$ cat config.mk
export PLATFORM = sky130hd
export DESIGN_NAME = input_leftover_buffer
export DESIGN_NICKNAME = d
export VERILOG_FILES = /design/src/common/lz_pkg.sv /design/src/leftover_buffer/input_leftover_buffer.sv
export SDC_FILE = /design/constraint.sdc
export NUM_CORES = 1
export LEC_CHECK = 0
export BUFFER_PORTS_ARGS = -buffer_cell sky130_fd_sc_hd__buf_2
export CORE_AREA = 2 2 117 119
export CTS_BUF_LIST = sky130_fd_sc_hd__clkbuf_16
export CTS_CLUSTER_SIZE = 25
export DETAILED_ROUTE_END_ITERATION = 10
export DIE_AREA = 0 0 119 121
export PLACE_DENSITY = 0.71
export SYNTH_ARGS = -nofsm -noshare
export SYNTH_HDL_FRONTEND = slang
export SYNTH_SLANG_ARGS = --single-unit
$ cat constraint.sdc
create_clock -name clk -period 4.8 [get_ports clk]
set_clock_uncertainty 0.2 [all_clocks]
set_input_delay 0.24 -clock clk [delete_from_list [all_inputs] [get_ports clk]]
set_output_delay 0.24 -clock clk [all_outputs]
set_load 0.1 [all_outputs]
$ cat src/common/lz_pkg.sv
package lz_pkg;

    // Bytes per input chunk, which is also the number of hash positions per beat.
    localparam int ISSUE_WIDTH = 16;

    // Bytes that one hash covers.
    localparam int COVER_BYTES = 4;

    // A window holds one chunk plus the bytes needed by its last positions.
    localparam int WINDOW_BYTES = ISSUE_WIDTH + COVER_BYTES - 1;

    localparam int ADDR_WIDTH = 16;  // Stream addresses wrap at this width.
    localparam int HASH_BITS = 6;
    localparam int HASH_ENTRIES = 1 << HASH_BITS;  // One history entry per hash value.

    // Golden-ratio multiplier; the hash is taken from the top bits of the low word.
    localparam logic [31:0] HASH_MULT = 32'h9E37_79B1;

    typedef logic [ISSUE_WIDTH*8-1:0]  chunk_t;    // Byte 0 sits in the low bits.
    typedef logic [WINDOW_BYTES*8-1:0] window_t;
    typedef logic [ADDR_WIDTH-1:0]     addr_t;
    typedef logic [HASH_BITS-1:0]      hash_t;
    typedef logic [ISSUE_WIDTH-1:0]    pos_mask_t; // One bit per position.

    // Input chunk as it arrives from the byte source.
    typedef struct packed {
        logic   delim;
        chunk_t data;
    } chunk_beat_t;

    // Window from the leftover buffer to the hash engine.
    typedef struct packed {
        logic    delim;
        addr_t   head_addr;
        window_t data;
    } window_beat_t;

    // Hashes of all positions in one window.
    typedef struct packed {
        logic                     delim;
        addr_t                    head_addr;
        pos_mask_t                pos_valid;
        hash_t [ISSUE_WIDTH-1:0]  hashes;
    } hash_beat_t;

    // Match candidates reported by the history table.
    typedef struct packed {
        logic                     delim;
        addr_t                    head_addr;
        pos_mask_t                pos_valid;
        pos_mask_t                hit;
        addr_t [ISSUE_WIDTH-1:0]  cand_addr;
    } match_beat_t;

    typedef enum logic [1:0] {
        WAIT,
        OUTPUT,
        FLUSH_DELIM
    } buf_state_t;

endpackage

$ cat src/leftover_buffer/input_leftover_buffer.sv
`timescale 1ns/1ps

module input_leftover_buffer
    import lz_pkg::*;
(
    input  logic         clk,
    input  logic         rst_n,

    input  logic         in_valid,
    output logic         in_ready,
    input  chunk_beat_t  in_beat,

    output logic         win_valid,
    input  logic         win_ready,
    output window_beat_t win_beat
);

    // The buffer keeps one chunk back. Every window is the held chunk followed
    // by the first bytes of the next chunk, so positions near the end of a
    // chunk can still see all the bytes their hash covers.
    //   head_addr = 0,  data = bytes 0..18
    //   head_addr = 16, data = bytes 16..34
    // After the last chunk of a stream one extra flush window is sent with
    // zero padding in place of the missing bytes.

    buf_state_t state;
    chunk_t     held_chunk;
    addr_t      head_addr;

    logic [(COVER_BYTES-1)*8-1:0] lead_bytes;

    logic in_fire;
    logic win_fire;

    assign in_ready  = (state == WAIT) || ((state == OUTPUT) && win_ready);
    assign win_valid = ((state == OUTPUT) && in_valid) || (state == FLUSH_DELIM);

    assign in_fire  = in_valid && in_ready;
    assign win_fire = win_valid && win_ready;

    always_comb begin
        // The flush window has no following chunk, so its tail is zero.
        if (state == FLUSH_DELIM) begin
            lead_bytes = '0;
        end else begin
            lead_bytes = in_beat.data[(COVER_BYTES-1)*8-1:0];
        end
        win_beat.delim     = (state == FLUSH_DELIM); // Only flush beats end a stream.
        win_beat.head_addr = head_addr;
        win_beat.data      = {lead_bytes, held_chunk};
    end

    always_ff @(posedge clk) begin
        if (!rst_n) begin
            state     <= WAIT;
            head_addr <= '0;
        end else begin
            case (state)
                WAIT: begin
                    // First chunk of a stream is only stored.
                    if (in_fire) begin
                        state <= in_beat.delim ? FLUSH_DELIM : OUTPUT;
                    end
                end
                OUTPUT: begin
                    if (win_fire) begin
                        head_addr <= head_addr + addr_t'(ISSUE_WIDTH);
                        state     <= in_beat.delim ? FLUSH_DELIM : OUTPUT;
                    end
                end
                FLUSH_DELIM: begin
                    if (win_fire) begin
                        head_addr <= head_addr + addr_t'(ISSUE_WIDTH); // Addresses run on across streams.
                        state     <= WAIT;
                    end
                end
                default: begin
                    state <= WAIT;
                end
            endcase
        end
    end

    always_ff @(posedge clk) begin
        if (in_fire) begin
            held_chunk <= in_beat.data; // Becomes the body of the next window.
        end
    end

endmodule

==> results of run 1 <==
## worst register-to-register path, stage by stage, from the launching register on
cell     delay [ps]
dfxtp_1         320
inv_1           100
ha_1            260
nand2_1          80
nand2_1          90
and2_4          870
buf_4           490
## power breakdown
| group | switching (µW) | total [µW] | leakage (µW) | internal, µW |
|---|---|---|---|---|
| registers | 35.4 | 1550 | 0.00134 | 1510 |
| logic | 1290 | 1520 | 0.00207 | 228 |
| clock network | 470 | 1330 | 0.000287 | 856 |
## final cells by class
cell class / count / area [µm²] / share of cell area, %
Antenna cell: 1 / 2.50 / 0.0297
Clock buffer: 17 / 425 / 5.05
Clock inverter: 13 / 174 / 2.06
Inverter: 4 / 15.0 / 0.178
Multi-Input combinational cell: 92 / 652 / 7.74
Sequential cell: 142 / 4120 / 48.9
Tap cell: 176 / 220 / 2.61
Timing Repair Buffer: 431 / 2810 / 33.4
## logic make-up (layout without fill, tap and decap cells)
logic type / after synthesis / after routing / share of synthesized area (%)
buf+inv: 13 / 465 / 1.63
mux: 3 / 3 / 0.620
compound gates: 7 / 7 / 0.982
other cells: 1 / 5 / 0.0775
xor+xnor: 9 / 9 / 1.63
simple gates: 65 / 65 / 8.84
fa+ha+maj: 4 / 4 / 1.03
flops: 142 / 142 / 85.2
## cell usage after synthesis, types with 3 or more instances
cell type / count / share of area, %
xor2_1: 9 / 1.6
and2_1: 11 / 1.4
clkbuf_1: 3 / 0.23
edfxtp_1: 128 / 79
mux2i_1: 3 / 0.62
inv_1: 4 / 0.31
dfxtp_1: 14 / 5.8
nor2_1: 4 / 0.31
nor2b_1: 24 / 3.1
nand2_1: 10 / 0.78
nor4_2: 3 / 0.78
ha_1: 4 / 1.0
buf_4: 4 / 0.62
## metal layers
metal,GRT usage [%],up-vias,routed length (µm)
met5,0,-,0
met4,8.85,0,381
met3,6.20,27,931
met2,37.2,198,7890
met1,22.0,1847,5480
li1,-,1784,-
## worst min-delay path by stage
stage	start	to	slack (ps)	cells past startpoint
3_5_place_dp	in_beat[51]	held_chunk[51]	220	1
2_1_floorplan	in_beat[0]	held_chunk[0]	140	0
6_report	in_valid	state[0]	110	4
5_1_grt	in_valid	state[0]	90	4
4_1_cts	in_valid	state[0]	70	4
3_3_place_gp	in_beat[74]	held_chunk[74]	220	1
## registers in the layout, indices dropped and copies added, names as in the netlist
name / count
held_chunk: 128
head_addr: 12
state: 2
## metrics by stage
step / instance area (µm²) / power (µW) / hold WS (ps) / setup slack, ps
detailed placement: 6520 / 3010 / 218 / 2050
finish: 8430 / 4400 / 107 / 1810
floorplan: 4850 / 2790 / 139 / 1100
global placement: 6520 / 2990 / 217 / 2200
CTS: 8420 / 4420 / 67.8 / 1710
global route: 8420 / 4530 / 88.4 / 1550
## repair_timing
| item | CTS | global route |
|---|---|---|
| buffers inserted | 0 | 0 |
| endpoints found under the hold margin | 131 | 0 |
| hold buffers | 130 | 0 |
==> flow_metrics.tcl, run 1 <==
set metrics [dict create \
    path_cells "inv_1 > ha_1 > a21oi_2 > inv_1 > buf_2" \
    io_pins 304 \
    die_h_um 121 \
    worst_path_max_delay_cell "ha_1" \
    final_hold_viol_count 0 \
    initial_core_util_pct 37.0 \
    crit_family "adder cells" \
    num_vias 3856 \
    setup_violations 0 \
    status "finished, final reports clean" \
    cts_resized 0 \
    syn_inst 244 \
    dr.pass1.iters 4 \
    synthToLayoutAreaGrowth_pct 74.1 \
    cts-root-buf "clkbuf_16" \
    grt_pass1_wl_um 21900 \
    ys_warn_count 0 \
    critical_path_class "reg2out" \
    worst_r2r_path_depth 6 \
    cts_max_path_buffers 2 \
    async_reset_ff_share_pct 0 \
    fin_nets 825 \
    rsz0062_at_grt "no" \
    crit_cells 5 \
    placed_cells 715 \
    r2r_slack_ps 2070 \
    die_area_um2 14400 \
    hold_path_class "in2reg" \
    final_cells 876 \
    synth_edf_count 128 \
    rows 42 \
    coreArea_um2 13100 \
    viasPerCell 4.40 \
    htreeDepth 4 \
    setup_tns_ps 0 \
    fmax_mhz 335 \
    grt_start_max_net_pins 84 \
    cts_tree "built" \
    die_w_um 119 \
    routabilityCongestion 0.789 \
    slowest_delay_ps 880 \
    drive_gt1_share_pct 48.5 \
    hpwl_um 9300 \
    drt_iter0_markers 225 \
    cp-end-kind "output pin" \
    io_buffers 299 \
    wl_per_cell_um 16.8 \
    wirelength_um 14700 \
    numClockSinks 142 \
    avgSynthCellArea_um2 19.8 \
    mostFrequentLayoutCell "buf_2" \
    max-slew-margin-rel_pct 26.3 \
    grt_use_total_pct 20.5 \
    grt-ovfl-total 0 \
    clkSlewWorstSetupHoldPaths_ps 50 \
    required_ps 4360 \
    power.leakage_uw 0.00370 \
    critPathLaunchType "flop" \
    synth_ff_type "edfxtp_1" \
    yosys_register_bits 142 \
    synth-seq-area-share_pct 85.2 \
    path_common_cell "inv_1" \
    arrival_ps 2550 \
    r2r-end "held_chunk[105]" \
    power_density_nw_per_um2 522 \
    drv_slew 0 \
    cp_max_fo 28 \
    netlist_area_um2 4840 \
    timing.critical_path.from "state[0]" \
    synth_cell_type_count 29 \
    drv_cap 0 \
    drtAntennaViolNets 0 \
    finalCriticalPeriod_ps 2990 \
    drcViolationCount 0 \
    cts_buffers 17 \
    peakVddDrop_v 0.000277 \
    worst_pin_slew_ps 1110 \
    timing.critical_path.buf_inv 3 \
    antenna_found_initial 0 \
    timing.final.crit_share_pct 62.2 \
    crit_end "win_valid" \
    final_core_util_pct 64.4 \
    clk_latency_ps 400 \
    timing.rr.start "state[1]" \
    mostFrequentLayoutCells "299 x buf_2, 130 x dlygate4sd3_1, 128 x edfxtp_1" \
    fillCellCount 926 \
    grt_pass1_vias 4092 \
]
No activity file was read; power rests on OpenSTA's default activity.
==> run 2: changes to the inputs <==
==> constraint.sdc (replaced) <==
create_clock -name clk -period 3 [get_ports clk]
set_clock_uncertainty 0.2 [all_clocks]
set_input_delay 0.15 -clock clk [delete_from_list [all_inputs] [get_ports clk]]
set_output_delay 0.15 -clock clk [all_outputs]
set_load 0.1 [all_outputs]
==> run 2 against run 1 <==
Effect of this change: cell count grew 0.46%; clock-buffer cell count unchanged; largest cell class unchanged; largest power group unchanged; setup slack got worse by 1300 ps; highest routed layer unchanged; critical path type is now reg2reg.
==> flow_metrics.tcl, run 2 (synthesized netlist as in run 1, its figures left out) <==
set metrics [dict create \
    routabilityCongestion 0.807 \
    power.leakage_uw 0.00374 \
    worst_pin_slew_ps 689 \
    timing.rr.start "state[0]" \
    dr.pass1.iters 4 \
    drcViolationCount 0 \
    die_h_um 121 \
    grt_pass1_vias 4071 \
    rsz0062_at_grt "no" \
    timing.critical_path.from "state[0]" \
    hold_path_class "in2reg" \
    die_area_um2 14400 \
    post_cts_buffers 0 \
    multiInputGateArea_um2 654 \
    drive_gt1_share_pct 49.0 \
    die_w_um 119 \
    htreeDepth 4 \
    largest_register_ffs 128 \
    seq_power_share_pct 34.9 \
    antenna_found_initial 0 \
    r2r-end "state[0]" \
    required_ps 3150 \
    worst_path_max_delay_cell "dlygate4sd3_1" \
    crit_end "state[0]" \
    slowest_delay_ps 550 \
    clk_latency_ps 400 \
    rows 42 \
    seq_area_um2 4120 \
    final_core_util_pct 64.8 \
    critical_path_class "reg2reg" \
    layout_setup_ws_ps 496 \
    drtAntennaViolNets 0 \
    drv_slew 0 \
    grt_use_total_pct 20.7 \
    grt_pass1_wl_um 22300 \
    max-slew-margin-rel_pct 54.1 \
    finalCriticalPeriod_ps 2500 \
    io_pins 304 \
    drv_cap 0 \
    coreArea_um2 13100 \
    viasPerCell 4.40 \
    setup_violations 0 \
    regMostFlops "held_chunk" \
    whs_ps 139 \
    cp_max_fo 27 \
    power_density_nw_per_um2 837 \
    place_ws_ps 825 \
    cts_max_path_buffers 2 \
    fmax_mhz 399 \
    pwr-share-clk_pct 30.6 \
    crit_cells 8 \
    p_switching_uw 2910 \
    crit_family "buffers and inverters" \
    cts-root-buf "clkbuf_16" \
    timing.final.crit_share_pct 83.5 \
    mostFrequentLayoutCell "buf_2" \
    io_buffers 299 \
    grt_start_max_net_pins 64 \
    final_hold_viol_count 0 \
    num_vias 3876 \
    power_frac_comb_pct 34.5 \
    drt_iter0_markers 230 \
    numClockSinks 142 \
    path_cells "inv_1 > ha_1 > buf_4 > o21a_1 > o22ai_1 > or3_1 > a21boi_1 > dlygate4sd3_1" \
    cp-end-kind "flop" \
    wirelength_um 15100 \
    reg_top3 "held_chunk x128, head_addr x12, state x2" \
    diodes 0 \
    timing.critical_path.buf_inv 3 \
    clkSlewWorstSetupHoldPaths_ps 60 \
    grt-ovfl-total 0 \
    worst_r2r_path_depth 8 \
    critPathLaunchType "flop" \
    cts_tree "built" \
    wl_per_cell_um 17.1 \
    synthToLayoutAreaGrowth_pct 75.3 \
    fillCellCount 922 \
    p_sw_share_pct 41.1 \
    initial_core_util_pct 37.0 \
    peakVddDrop_v 0.000397 \
    cellInternalPower_uw 4180 \
    status "finished, final reports clean" \
    hpwl_um 9370 \
    r2r_slack_ps 500 \
    mostFrequentLayoutCells "299 x buf_2, 131 x dlygate4sd3_1, 128 x edfxtp_1" \
    cts_buffers 17 \
    arrival_ps 2650 \
    fin_nets 828 \
]
run 2: cell types whose count changed in the layout (fill, tap and decap cells not counted):
cell / before / now
dlygate4sd3_1: 130 / 131
nand2_1: 10 / 9
buf_12: 0 / 1
diode_2: 1 / 0
clkinv_4: 2 / 4
nand2_2: 0 / 1
inv_1: 4 / 6
clkinv_1: 3 / 0
inv_6: 0 / 1
buf_4: 2 / 3
run 2: layout make-up:
class                   instances  share of cell area (%)
flip-flops and latches        142                    48.6
repair buffers                434                    33.6
multi-input cells              92                    7.71
clock buffers                  17                    5.01
well taps                     176                    2.60
clock inverters                15                    2.31
inverters                       4                   0.177
run 2: metrics by stage:
stage | total power [µW] | area (µm²) | TNS [ps] | instances
floorplan | 4460 | 4860 | -2670 | 247
global placement | 4800 | 6550 | 0 | 717
detailed placement | 4820 | 6550 | 0 | 717
CTS | 7130 | 8490 | 0 | 880
global route | 7310 | 8490 | 0 | 880
finish | 7100 | 8490 | 0 | 880
run 2: worst reg2reg max path, delay by kind of cell (launching register included):
kind | cells | cell delay, ps
buffers and inverters | 3 | 940
AO/OA/AOI/OAI | 3 | 430
adder cells (fa/ha/maj) | 1 | 200
AND/OR/NAND/NOR | 1 | 360
flip-flops | 1 | 330
run 2: timing repair:
item | 4_1_cts | 5_1_grt
endpoints found under the hold margin | 142 | 0
resized for setup | 0 | 0
hold buffers | 131 | 0
run 2: worst min path at each step:
stage	from	end	slack, ps	depth (start not counted)
after detailed placement	in_beat[53]	held_chunk[53]	130	1
after global routing	in_valid	state[1]	140	4
after global placement	in_beat[80]	held_chunk[80]	130	1
final	in_valid	state[1]	140	4
after floorplan	in_beat[0]	held_chunk[0]	50	0
after CTS	in_valid	state[1]	100	4
run 2: power groups by stage:
stage | Clock (µW) | Sequential, µW | Combinational (µW)
after CTS | 2220 | 2470 | 2440
after detailed placement | 0 | 2510 | 2310
after global routing | 2300 | 2490 | 2510
after floorplan | 0 | 3890 | 568
final | 2170 | 2480 | 2450
after global placement | 0 | 2500 | 2290
run 2: metal layers:
layer	track usage, %	share of wire, %
met1	22.5	38
met3	6.95	7.4
met2	37.5	53
met4	7.51	1.9
met5	0	0
==> run 3: changes to the inputs <==
--- a/config.mk
+++ b/config.mk
@@ -6,12 +6,12 @@
 export NUM_CORES = 1
 export LEC_CHECK = 0
 export BUFFER_PORTS_ARGS = -buffer_cell sky130_fd_sc_hd__buf_2
-export CORE_AREA = 2 2 117 119
+export CORE_MARGIN = 2
+export CORE_UTILIZATION = 38
 export CTS_BUF_LIST = sky130_fd_sc_hd__clkbuf_16
 export CTS_CLUSTER_SIZE = 25
 export DETAILED_ROUTE_END_ITERATION = 10
-export DIE_AREA = 0 0 119 121
-export PLACE_DENSITY = 0.71
+export PLACE_DENSITY = 0.75
 export SYNTH_ARGS = -nofsm -noshare
 export SYNTH_HDL_FRONTEND = slang
 export SYNTH_SLANG_ARGS = --single-unit
==> constraint.sdc (replaced) <==
create_clock -name clk -period 2.15 [get_ports clk]
set_clock_uncertainty 0.2 [all_clocks]
set_input_delay 0.1075 -clock clk [delete_from_list [all_inputs] [get_ports clk]]
set_output_delay 0.1075 -clock clk [all_outputs]
set_load 0.1 [all_outputs]
==> run 3 against run 2 <==
Effect of this change: sequential share of layout area down 1.7 points; wire length up 14%; non-clock buffer count up 3; combinational power up 49%; global-route usage up 3.5 points; register-to-register slack worse by 200 ps; final area up 3.8%; first-iteration DRC count up 46%; clock power up 36%; die area down 5.1%; sequential power up 40%.
==> flow_metrics.tcl, run 3 (synthesized netlist as in run 1, its figures left out) <==
set metrics [dict create \
    grt_use_total_pct 24.2 \
    initial_core_util_pct 38.7 \
    io_buffers 299 \
    routabilityCongestion 0.772 \
    cts_max_path_buffers 2 \
    largest_register_ffs 128 \
    cts_buffers 17 \
    die_h_um 117 \
    place_ws_ps 305 \
    peakVddDrop_v 0.000533 \
    placed_area_um2 6840 \
    clkSlewWorstSetupHoldPaths_ps 60 \
    drv_cap 0 \
    power_density_nw_per_um2 1140 \
    seq_area_um2 4130 \
    drive_gt1_share_pct 54.7 \
    postLayoutCellArea_um2 8810 \
    grt_start_max_net_pins 59 \
    cts-root-buf "clkbuf_16" \
    wirelength_um 17200 \
    setup_violations 0 \
    dr.pass1.iters 4 \
    numClockSinks 142 \
    critPathLaunchType "flop" \
    cp-end-kind "output pin" \
    grt-ovfl-total 0 \
    finalCriticalPeriod_ps 2070 \
    rsz0062_at_grt "no" \
    hold_path_class "in2reg" \
    die_area_um2 13700 \
    max-slew-margin-rel_pct 63.0 \
    reg_top3 "held_chunk x128, head_addr x12, state x2" \
    critical_path_class "reg2out" \
    required_ps 1840 \
    cts_tree "built" \
    fmax_mhz 483 \
    grt_pass1_wl_um 23500 \
    grt_pass1_vias 4151 \
    whs_ps 62.4 \
    clk_latency_ps 420 \
    rows 41 \
    status "finished, final reports clean" \
    htreeDepth 4 \
    drv_slew 0 \
    final_core_util_pct 70.4 \
    regMostFlops "held_chunk" \
    drt_iter0_markers 336 \
    arrival_ps 1760 \
    wl_per_cell_um 19.5 \
    drtAntennaViolNets 0 \
    mostFrequentLayoutCell "buf_2" \
    power_uw 10100 \
    final_hold_viol_count 0 \
    drcViolationCount 0 \
    power.leakage_uw 0.00386 \
    fin_nets 831 \
    hpwl_um 10100 \
    worst_pin_slew_ps 559 \
    antenna_found_initial 1 \
    synthToLayoutAreaGrowth_pct 81.9 \
    cp_max_fo 13 \
    num_vias 3991 \
    multiInputGateArea_um2 863 \
    die_w_um 117 \
    coreArea_um2 12500 \
    timing.final.crit_share_pct 96.3 \
    fillCellCount 823 \
    io_pins 304 \
    layout_setup_ws_ps 79.0 \
    viasPerCell 4.54 \
    mostFrequentLayoutCells "273 x buf_2, 131 x dlygate4sd3_1, 128 x edfxtp_1" \
]
## run 3: where the power goes
part	switching, µW	total (µW)	internal [µW]
Sequential	91.3	3470	3380
Clock	1130	2950	1810
Combinational	2980	3640	656
Total	4210	10100	5840
## run 3: metal layers
layer | vias up | part of all wire, % | track usage, %
met2 | 253 | 51 | 40.3
li1 | 1802 | - | -
met5 | - | 0 | 0
met1 | 1883 | 35 | 27.3
met3 | 53 | 9.0 | 8.50
met4 | 0 | 4.8 | 13.6
## run 3: final cells by class
class                      instances  share of cell area [%]
sequential                       142                    46.9
timing repair buffer             437                    33.8
multi-input combinational         92                    9.80
clock buffer                      17                    4.83
tap                              172                    2.44
clock inverter                    15                    1.92
inverter                           4                   0.242
antenna                            1                  0.0284
## run 3: repair_timing
item                                    CTS  global route
endpoints found under the setup margin   12            12
buffers inserted                          0             0
resized for setup                        12            12
hold buffers                            131             0
endpoints found under the hold margin   142             0
## run 3: through the flow
step | std cells | TNS (ps)
floorplan | 247 | -30680
global placement | 716 | 0
detailed placement | 716 | 0
CTS | 879 | 0
global route | 880 | 0
finish | 880 | 0
## run 3: worst paths after layout
check / from / end / slack [ps] / cells after the start
worst max-delay path: state[0] / win_beat[128] / 80 / 5
worst min-delay path: win_ready / state[0] / 60 / 5
worst min register to register: head_addr[15] / head_addr[15] / 280 / 2
worst max register to register: state[1] / held_chunk[64] / 300 / 6
## run 3: critical path: stages, from the launching register on
cell and delay, ps:
dfxtp_2 360, inv_2 60, ha_2 220, buf_4 240, nor2b_2 150, buf_4 300
